==> config.mk <==
export PLATFORM = sky130hd
export DESIGN_NAME = vga_top
export DESIGN_NICKNAME = d
export VERILOG_FILES = /design/src/vga_pkg.sv /design/src/vga_timing.sv /design/src/swatch_pattern.sv /design/src/palette_out.sv /design/src/vga_top.sv
export SDC_FILE = /design/constraint.sdc
export NUM_CORES = 1
export LEC_CHECK = 0
export BUFFER_PORTS_ARGS = -buffer_cell sky130_fd_sc_hd__buf_2
export CAP_MARGIN = 20
export CORE_MARGIN = 2
export CORE_UTILIZATION = 45
export DETAILED_ROUTE_END_ITERATION = 12
export HOLD_SLACK_MARGIN = 0.03
export PLACE_DENSITY = 0.74
export SLEW_MARGIN = 30
export SYNTH_ARGS = -nofsm -noshare
export SYNTH_HDL_FRONTEND = slang
export SYNTH_SLANG_ARGS = --single-unit
==> constraint.sdc <==
create_clock -name PCLK -period 7.6 [get_ports PCLK]
set_input_delay 0 -clock PCLK [delete_from_list [all_inputs] [get_ports PCLK]]
set_output_delay 0 -clock PCLK [all_outputs]
set_load 0.01 [all_outputs]
==> src/vga_pkg.sv <==
package vga_pkg;

    // 640x480 at 60 Hz, counts in pixel clocks and lines
    localparam int H_SYNC_LEN  = 96;
    localparam int H_BACK_LEN  = 48;
    localparam int H_ACTIVE    = 640;
    localparam int H_FRONT_LEN = 16;

    localparam int V_SYNC_LEN  = 2;
    localparam int V_BACK_LEN  = 33;
    localparam int V_ACTIVE    = 480;
    localparam int V_FRONT_LEN = 10;

    // One swatch of the 16x16 test grid
    localparam int SWATCH_W = 40;
    localparam int SWATCH_H = 30;

    localparam int COUNT_W = 10;

    typedef logic [7:0]         pix_index_t;
    // Red in [11:8], green in [7:4], blue in [3:0]
    typedef logic [11:0]        rgb444_t;
    typedef logic [COUNT_W-1:0] h_count_t;
    typedef logic [COUNT_W-1:0] v_count_t;

    // Sync is active low, blank active high
    typedef struct packed {
        logic hsync;
        logic vsync;
        logic hblank;
        logic vblank;
    } vga_flags_t;

    localparam vga_flags_t FLAGS_BLANK = '{
        hsync:  1'b0,
        vsync:  1'b0,
        hblank: 1'b1,
        vblank: 1'b1
    };

endpackage

==> src/vga_timing.sv <==
`timescale 1ns/1ps

module vga_timing
    import vga_pkg::*;
#(
    parameter int H_SYNC_LEN  = vga_pkg::H_SYNC_LEN,
    parameter int H_BACK_LEN  = vga_pkg::H_BACK_LEN,
    parameter int H_ACTIVE    = vga_pkg::H_ACTIVE,
    parameter int H_FRONT_LEN = vga_pkg::H_FRONT_LEN,
    parameter int V_SYNC_LEN  = vga_pkg::V_SYNC_LEN,
    parameter int V_BACK_LEN  = vga_pkg::V_BACK_LEN,
    parameter int V_ACTIVE    = vga_pkg::V_ACTIVE,
    parameter int V_FRONT_LEN = vga_pkg::V_FRONT_LEN
) (
    input  logic       PCLK,
    input  logic       rst,
    output vga_flags_t raw_flags
);

    localparam int H_TOTAL     = H_SYNC_LEN + H_BACK_LEN + H_ACTIVE + H_FRONT_LEN;
    localparam int H_ACT_START = H_SYNC_LEN + H_BACK_LEN;
    localparam int H_ACT_END   = H_ACT_START + H_ACTIVE;

    localparam int V_TOTAL     = V_SYNC_LEN + V_BACK_LEN + V_ACTIVE + V_FRONT_LEN;
    localparam int V_ACT_START = V_SYNC_LEN + V_BACK_LEN;
    localparam int V_ACT_END   = V_ACT_START + V_ACTIVE;

    h_count_t h_count;
    v_count_t v_count;
    logic     h_last;
    logic     v_last;

    assign h_last = (h_count == h_count_t'(H_TOTAL - 1));
    assign v_last = (v_count == v_count_t'(V_TOTAL - 1));

    always_ff @(posedge PCLK) begin
        if (rst || h_last) begin
            h_count <= '0;
        end else begin
            h_count <= h_count + 1'b1;
        end
    end

    // Line counter steps on the last clock of each line
    always_ff @(posedge PCLK) begin
        if (rst) begin
            v_count <= '0;
        end else if (h_last) begin
            v_count <= v_last ? '0 : v_count + 1'b1;
        end
    end

    always_comb begin
        raw_flags.hsync  = (h_count >= h_count_t'(H_SYNC_LEN));
        raw_flags.vsync  = (v_count >= v_count_t'(V_SYNC_LEN));
        raw_flags.hblank = (h_count < h_count_t'(H_ACT_START))
                        || (h_count >= h_count_t'(H_ACT_END));
        raw_flags.vblank = (v_count < v_count_t'(V_ACT_START))
                        || (v_count >= v_count_t'(V_ACT_END));
    end

endmodule

==> src/swatch_pattern.sv <==
`timescale 1ns/1ps

module swatch_pattern
    import vga_pkg::*;
#(
    parameter int SWATCH_W = vga_pkg::SWATCH_W,
    parameter int SWATCH_H = vga_pkg::SWATCH_H
) (
    input  logic       PCLK,
    input  logic       rst,
    input  logic       pattern_en,
    input  pix_index_t pix_index,
    input  vga_flags_t raw_flags,
    output pix_index_t index_q,
    output vga_flags_t idx_flags
);

    localparam int PX_W = $clog2(SWATCH_W);
    localparam int LN_W = $clog2(SWATCH_H);

    logic [PX_W-1:0] px_cnt;
    logic [3:0]      sw_col;
    logic [LN_W-1:0] ln_cnt;
    logic [3:0]      sw_row;
    logic            vsync_d;

    logic active;
    logic frame_start;
    logic px_last;
    logic ln_last;

    assign active      = ~raw_flags.hblank & ~raw_flags.vblank;
    assign frame_start = vsync_d & ~raw_flags.vsync;
    assign px_last     = (px_cnt == PX_W'(SWATCH_W - 1));
    assign ln_last     = (ln_cnt == LN_W'(SWATCH_H - 1));

    always_ff @(posedge PCLK) begin
        if (rst) begin
            vsync_d <= 1'b0;
            px_cnt  <= '0;
            sw_col  <= '0;
            ln_cnt  <= '0;
            sw_row  <= '0;
        end else begin
            vsync_d <= raw_flags.vsync;
            if (frame_start) begin
                px_cnt <= '0;
                sw_col <= '0;
                ln_cnt <= '0;
                sw_row <= '0;
            end else if (active) begin
                if (px_last) begin
                    px_cnt <= '0;
                    sw_col <= sw_col + 1'b1;
                    // Last swatch of the line ends the line
                    if (sw_col == 4'hF) begin
                        ln_cnt <= ln_last ? '0 : ln_cnt + 1'b1;
                        if (ln_last) begin
                            sw_row <= sw_row + 1'b1;
                        end
                    end
                end else begin
                    px_cnt <= px_cnt + 1'b1;
                end
            end
        end
    end

    // First pipeline stage
    always_ff @(posedge PCLK) begin
        if (rst) begin
            idx_flags <= FLAGS_BLANK;
        end else begin
            idx_flags <= raw_flags;
        end
    end

    always_ff @(posedge PCLK) begin
        index_q <= pattern_en ? {sw_row, sw_col} : pix_index;
    end

endmodule

==> src/palette_out.sv <==
`timescale 1ns/1ps

module palette_out
    import vga_pkg::*;
(
    input  logic       PCLK,
    input  logic       rst,
    input  pix_index_t index_q,
    input  vga_flags_t idx_flags,
    output logic       hsync,
    output logic       vsync,
    output logic       hblank,
    output logic       vblank,
    output rgb444_t    rgb
);

    // Classic 16-colour system table
    localparam rgb444_t [0:15] SYS_COLORS = {
        12'h000, 12'h800, 12'h080, 12'h880,
        12'h008, 12'h808, 12'h088, 12'hCCC,
        12'h888, 12'hF00, 12'h0F0, 12'hFF0,
        12'h00F, 12'hF0F, 12'h0FF, 12'hFFF
    };

    localparam logic [0:5][3:0] CUBE_LEVELS = {
        4'h0, 4'h6, 4'h8, 4'hB, 4'hD, 4'hF
    };

    localparam logic [0:23][3:0] GRAY_RAMP = {
        4'h1, 4'h2, 4'h2, 4'h3, 4'h3, 4'h4, 4'h4, 4'h5,
        4'h6, 4'h6, 4'h7, 4'h7, 4'h8, 4'h9, 4'h9, 4'hA,
        4'hA, 4'hB, 4'hC, 4'hC, 4'hD, 4'hD, 4'hE, 4'hE
    };

    pix_index_t cube_off;
    logic [2:0] r_dig;
    logic [2:0] g_dig;
    logic [2:0] b_dig;
    logic [4:0] gray_sel;
    rgb444_t    color;
    vga_flags_t out_flags;

    // Blue is the fastest cube digit
    assign cube_off = index_q - 8'd16;
    assign r_dig    = 3'(cube_off / 8'd36);
    assign g_dig    = 3'((cube_off / 8'd6) % 8'd6);
    assign b_dig    = 3'(cube_off % 8'd6);
    assign gray_sel = 5'(index_q - 8'd232);

    always_comb begin
        if (index_q < 8'd16) begin
            color = SYS_COLORS[index_q[3:0]];
        end else if (index_q < 8'd232) begin
            color = {CUBE_LEVELS[r_dig], CUBE_LEVELS[g_dig], CUBE_LEVELS[b_dig]};
        end else begin
            color = {3{GRAY_RAMP[gray_sel]}};
        end
    end

    always_ff @(posedge PCLK) begin
        if (rst) begin
            out_flags <= FLAGS_BLANK;
            rgb       <= '0;
        end else begin
            out_flags <= idx_flags;
            rgb       <= (idx_flags.hblank || idx_flags.vblank) ? '0 : color;
        end
    end

    assign hsync  = out_flags.hsync;
    assign vsync  = out_flags.vsync;
    assign hblank = out_flags.hblank;
    assign vblank = out_flags.vblank;

endmodule

==> src/vga_top.sv <==
`timescale 1ns/1ps

module vga_top
    import vga_pkg::*;
#(
    parameter int H_SYNC_LEN  = vga_pkg::H_SYNC_LEN,
    parameter int H_BACK_LEN  = vga_pkg::H_BACK_LEN,
    parameter int H_ACTIVE    = vga_pkg::H_ACTIVE,
    parameter int H_FRONT_LEN = vga_pkg::H_FRONT_LEN,
    parameter int V_SYNC_LEN  = vga_pkg::V_SYNC_LEN,
    parameter int V_BACK_LEN  = vga_pkg::V_BACK_LEN,
    parameter int V_ACTIVE    = vga_pkg::V_ACTIVE,
    parameter int V_FRONT_LEN = vga_pkg::V_FRONT_LEN,
    parameter int SWATCH_W    = vga_pkg::SWATCH_W,
    parameter int SWATCH_H    = vga_pkg::SWATCH_H
) (
    input  logic       PCLK,
    input  logic       rst,
    input  logic       pattern_en,
    input  pix_index_t pix_index,
    output logic       hsync,
    output logic       vsync,
    output logic       hblank,
    output logic       vblank,
    output rgb444_t    rgb
);

    vga_flags_t raw_flags;
    vga_flags_t idx_flags;
    pix_index_t index_q;

    vga_timing #(
        .H_SYNC_LEN  (H_SYNC_LEN),
        .H_BACK_LEN  (H_BACK_LEN),
        .H_ACTIVE    (H_ACTIVE),
        .H_FRONT_LEN (H_FRONT_LEN),
        .V_SYNC_LEN  (V_SYNC_LEN),
        .V_BACK_LEN  (V_BACK_LEN),
        .V_ACTIVE    (V_ACTIVE),
        .V_FRONT_LEN (V_FRONT_LEN)
    ) u_timing (
        .PCLK      (PCLK),
        .rst       (rst),
        .raw_flags (raw_flags)
    );

    swatch_pattern #(
        .SWATCH_W (SWATCH_W),
        .SWATCH_H (SWATCH_H)
    ) u_pattern (
        .PCLK       (PCLK),
        .rst        (rst),
        .pattern_en (pattern_en),
        .pix_index  (pix_index),
        .raw_flags  (raw_flags),
        .index_q    (index_q),
        .idx_flags  (idx_flags)
    );

    palette_out u_palette (
        .PCLK      (PCLK),
        .rst       (rst),
        .index_q   (index_q),
        .idx_flags (idx_flags),
        .hsync     (hsync),
        .vsync     (vsync),
        .hblank    (hblank),
        .vblank    (vblank),
        .rgb       (rgb)
    );

endmodule

-- Yosys cells after proc, flatten, opt, wreduce, memory -nomap -nowiden
Memories as Yosys holds them, arrays and structs flattened.
Cells that the tools add are included.
- register bits after elaboration: 67
- ROM bits: 416
- output and inout port bits: 16
- memories: 5
- add/subtract/negate cells: 8
- div/mod/pow operators: 4
- order comparisons: 13
- eq/ne operators: 5
- multiplexer cells: 16
- bitwise operators: 10
- reduce and logical (&&, ||, !) cells: 9
- memories (memory ; depth ; width ; read ports ; clocked after Yosys merged registers in ; wr ports ; RTL line ; text):
    (no name shown) ; 16 ; 12 ; 1 ; 0 ; 0 ; palette_out.sv:52 ; color = SYS_COLORS[index_q[3:0]];
    (no name shown) ; 32 ; 4 ; 1 ; 0 ; 0 ; palette_out.sv:56 ; color = {3{GRAY_RAMP[gray_sel]}};
    (no name shown) ; 8 ; 4 ; 1 ; 0 ; 0 ; palette_out.sv:54 ; color = {CUBE_LEVELS[r_dig], CUBE_LEVELS[g_dig], CUBE_LEVELS[b_dig]};
    (no name shown) ; 8 ; 4 ; 1 ; 0 ; 0 ; palette_out.sv:54 ;
    (no name shown) ; 8 ; 4 ; 1 ; 0 ; 0 ; palette_out.sv:54 ;
- operators by type and width (operator ; count):
    12-bit 2-to-1 mux ; 4
    4-bit 2-to-1 mux ; 8
    10-bit by 1-bit adder with 10-bit output (second input constant) ; 2
    10-bit equality test (second input constant) ; 2
    10-bit >= comparator (second input constant) ; 2
    8-bit by 3-bit remainder unit with 8-bit output (second input constant) ; 2
    4-bit >= comparator (second input constant) ; 3
    3-bit NOT with 4-bit output ; 3
    10-bit by 2-bit >= comparator with 1-bit output (second input constant) ; 1
    10-bit by 7-bit >= comparator with 1-bit output (second input constant) ; 1
    10-bit by 6-bit less-than comparator with 1-bit output (second input constant) ; 1
    10-bit by 8-bit less-than comparator with 1-bit output (second input constant) ; 1
    10-bit 2-to-1 mux ; 1
    4-bit by 1-bit adder with 4-bit output (second input constant) ; 2
    8-bit by 3-bit divider with 8-bit output (second input constant) ; 1
    8-bit by 6-bit divider with 8-bit output (second input constant) ; 1
    8-bit by 5-bit less-than comparator with 1-bit output (second input constant) ; 1
    8-bit less-than comparator (second input constant) ; 1
    8-bit 2-to-1 mux ; 1
    8-bit by 5-bit subtractor with 8-bit output (second input constant) ; 1
    6-bit by 1-bit adder with 6-bit output (second input constant) ; 1
    6-bit equality test (second input constant) ; 1
    6-bit >= comparator (second input constant) ; 1
    6-bit 2-to-1 mux ; 1
    15 further kinds ; 22

-- Logic depth before layout (Yosys ltp)
- depth in word-level cells: 9
- gate-level depth with buffers: 28

-- Modules after synthesis
Synthesis repeated with hierarchy kept, for this count alone.
- cell total of the unflattened synthesis: 681
- area, all modules: 5456.5 um^2
- modules (own cells, without submodules) (module ; instances ; cells an instance ; area each (um^2) ; seq. area each (um^2)):
    palette_out ; 1 ; 427 ; 3094.2 ; 320.3
    swatch_pattern ; 1 ; 127 ; 1290.0 ; 620.6
    vga_timing ; 1 ; 127 ; 1072.3 ; 400.4

-- Worst setup path before layout
No wires, ideal clock.
- path type: reg-to-reg
- start: register u_pattern.index_q[4]
- end: register u_palette.rgb[6]
- arrival: 5864 ps
- path slack: 1662 ps
- stages on the path, launching flop included: 26
- buffers on the path: 3
- clock period less this slack: 5938 ps
- path through: dfxtp_1 -> clkbuf_1 -> inv_1 -> ha_1 -> buf_2 -> or4b_4 -> a221o_1 -> nand3_2 -> a221oi_2 -> or4_4 -> and2_4 -> buf_6 -> a22oi_2 -> a2111o_1 -> nand3_2 -> nor4_4 -> nor2_1 -> xnor2_1 -> ha_1 -> o41ai_1 -> o31a_1 -> o22ai_2 -> o21ai_1 -> and2_2 -> or4b_1 -> a31oi_1
- word-level cells in the longest chain between the ends: 9
- elaborated cells between the ends (all ways): 16
- RTL lines (item ; RTL line ; text):
    start, declared ; swatch_pattern.sv:14 ; output pix_index_t index_q,
    start signal, assigned ; swatch_pattern.sv:79 ; index_q <= pattern_en ? {sw_row, sw_col} : pix_index;
    8-bit by 5-bit subtractor with 8-bit output ; palette_out.sv:44 ; assign cube_off = index_q - 8'd16;
    8-bit by 3-bit divider with 8-bit output ; palette_out.sv:46 ; assign g_dig = 3'((cube_off / 8'd6) % 8'd6);
    8-bit by 3-bit remainder unit with 8-bit output ; palette_out.sv:46 ;
    3-bit NOT with 4-bit output (implied by the code) ; palette_out.sv:54 ;
    memory 8 x 4 bit ; - ;
    4-bit 2-to-1 mux (implied by the code) (2 in a row) ; palette_out.sv:54 ;
    12-bit 2-to-1 mux ; palette_out.sv:53 ; end else if (index_q < 8'd232) begin
    12-bit 2-to-1 mux * ; palette_out.sv:51 ; if (index_q < 8'd16) begin
    end signal, assigned ; palette_out.sv:66 ; rgb <= (idx_flags.hblank || idx_flags.vblank) ? '0 : color;
    end, declared ; palette_out.sv:14 ; output rgb444_t rgb
Every way passes the cells marked *; elsewhere a longest branch is shown, timed or not. The select of a mux whose other input is x is not followed.
A chain may end at the register's enable or synchronous reset.

-- Worst setup path after layout
- start: register u_pattern.index_q[3]
- end: register u_palette.rgb[7]
The elaborated chain is that of the path after synthesis.

==> summary.txt <==
Synth
  • Synth Instances: 644
  • Seq cells post-synth: 67
  • Post-synth EDFFs: 0
  • Cell area after synthesis: 0.00511 mm²
  • Largest area contributor in the netlist: dfxtp_1
  • Top cell type's share of synthesized area: 26.3%
  • Post-Syn Area per Cell: 7.93 µm²
  • Ys Warns: 0
  • Register area share after synthesis: 26.3%
  • Post-Syn Nets: 689
  • Top FF cell, synth: dfxtp_1
  • Post-synthesis async set-or-reset flop share: 0%
  • Netlist cell types: 93
  • Synth top area cells: dfxtp_1 26%, ha_1 8.3%, nor2_1 5.4%

Final layout
  • Antenna fix cells: 0
  • Commonest non-fill, non-tap cell in the layout: nor2_1
  • Layout cells sized above 1: 14.0%
  • Most frequent cells in the layout: 74 x nor2_1, 67 x dfxtp_1, 53 x nand2_1, 40 x a21oi_1, 36 x o21ai_0
  • P&R area growth vs syn: 11.8%
  • Non-filler cells, final: 810
  • # nets final: 710

STA
  • Period minus WS final: 6710 ps
  • Max-slew violations: 0
  • Peak Freq: 0.149 GHz
  • RSZ-0062 raised after global routing: false
  • Clock skew: 6.14 ps
  • Endpoints failing hold: 0
  • Slew at the pin closest to its max-slew limit: 846 ps
  • Final Setup Violations: 0
  • Post-Route Setup TNS: 0 ps
  • Final worst path period share: 88.3%
  • Worst slew margin: 43.2%

GRT
  • Vias in the first global route: 4545
  • Initial antenna violation count: 0
  • Total GRT Usage: 20.8%
  • Gr ovfl total: 0
  • First-pass GRT wire length: 21400 µm
  • Largest net degree at the start of global routing: 34

Flow run
  • # Max-Cap Violations: 0

CTS
  • Clock Root Buffer: clkbuf_16
  • Clock Path Buffers: 2
  • CTS Buf Count: 9
  • Number of post-CTS setup repair buffers: 0
  • Clk_lat worst skew: 330 ps
  • Worst-path clk slew: 50 ps
  • CTS tree: done
  • Cts hold-fix bufs: 9
  • CTS sink cnt: 67
  • H-tree depth: 3
  • Post-CTS sizing: 0

Worst setup path
  • Critical-path cell list: inv_1 -> ha_1 -> inv_1 -> o21ai_0 -> o22ai_1 -> inv_2 -> o31a_1 -> a21o_1 -> and3_1 -> a221oi_1 -> o21a_2 -> nand2_1 -> nor4_4 -> nor2_1 -> xnor2_1 -> ha_1 -> o41ai_1 -> o31a_1 -> o211ai_1 -> a2111oi_4 -> o2111ai_1 -> o211ai_1 -> a221oi_1
  • Critical Path Fanout Max: 17
  • Setup CP Type: reg -> reg
  • Crit path max-delay family: compound AO/OA/AOI/OAI gates
  • Max stage delay on crit path: 670 ps
  • Crit path launch type: register
  • Crit path DAT: 6900 ps
  • Critical Path RT: 7780 ps
  • Buf+Inv Stages, Crit Path: 3
  • Worst setup EP type: register
  • Critical-path top delay cell: dfxtp_1

Place
  • Routability cong.: 0.900
  • Placed cells: 785
  • DP Wirelength: 9380 µm
  • IO Port Bufs: 26

Routing
  • Post-DR wirelength/cell: 15.9 µm
  • # DRC: 0
  • Drt initial violations: 419
  • TritonRoute pass-1 iters: 5
  • Via count: 4869
  • DRT antenna net count: 0
  • Routed wire length: 12900 µm
  • DR vias/cell: 6.01

Floorplanning
  • Die area: 0.0122 mm²
  • Die Y: 111 µm
  • Row cnt: 38
  • Initial Utilization: 46.7%
  • I/O pin total: 27
  • Horiz. Die Dim: 111 µm
  • Core Region: 0.0109 mm²

Power and ir drop
  • Worst VDD drop: 0.175 mV
  • LEAKAGE: 2.22 nW
  • Power per cell area: 218 mW/mm²

Worst hold path
  • Hold Path Class: in -> reg

Outcome
  • Status: finished clean
[cell families after synthesis]
group	share of synthesized area [%]
simple gates	26.4
compound gates	24.5
flops	26.3
buf+inv	4.65
xor+xnor	7.06
fa+ha+maj	8.33
mux	2.74
[layout make-up]
class	instances	area, µm²
clock buffers	11	253
clock inverters	5	58.8
fillers	1002	5230
inverters	25	93.8
multi-input cells	522	3530
flip-flops and latches	67	1340
well taps	140	175
repair buffers	40	258
[cell usage after synthesis, drive strengths merged, types with 10 or more instances]
cell type / number
nand4: 11
dfxtp: 67
a31oi: 16
o21ai: 40
nand2: 54
or3: 14
clkbuf: 21
a21oi: 40
nand3: 32
xnor2: 17
ha: 34
nor2: 74
inv: 24
and3: 10
nor3: 12
xor2: 22
[sequential cells by signal (all words and copies together), names as in the netlist, 3 cells and up]
signal and count:
u_palette.rgb 12, u_pattern.idx_flags 3, u_pattern.index_q 8, u_pattern.sw_row 4, u_timing.h_count 10, u_pattern.px_cnt 6, u_pattern.ln_cnt 5, u_timing.v_count 10
u_pattern.sw_col 4
[final timing paths]
check / start / endpoint / cells after the start / slack, ps
hold / removal: pattern_en / u_pattern.index_q[0] / 2 / 60
setup reg to reg: u_pattern.index_q[3] / u_palette.rgb[7] / 23 / 890
setup / recovery: u_pattern.index_q[3] / u_palette.rgb[7] / 23 / 890
hold reg to reg: u_pattern.idx_flags[3] / u_palette.hsync / 1 / 440
[metrics by stage]
step	power [W]	util [%]	area (µm²)	hold slack (ps)	setup WS [ps]
after floorplan	0.000736	-	5110	118	1660
after global placement	0.000797	48.5	5310	227	1180
after detailed placement	0.000809	48.5	5310	230	1020
after CTS	0.00124	52.2	5710	50.4	1020
after global routing	0.00131	52.2	5710	82.0	420
final	0.00125	52.2	5710	64.3	886
[power breakdown]
group	internal, W	total (W)	switching (W)
clock	0.000272	0.000427	0.000155
sequential	0.000355	0.000362	0.00000724
combinational	0.000175	0.000457	0.000282
total	0.000802	0.00125	0.000444
[metal layers]
layer  global-route usage [%]  vias up  share of wire (%)
li1                         -     2385                  -
met1                     27.0     2281                 45
met2                     34.5      168                 47
met3                     3.68       35                4.9
met4                     7.75        0                2.7
met5                        0        -                  0
No activity file was read; power rests on OpenSTA's default activity.
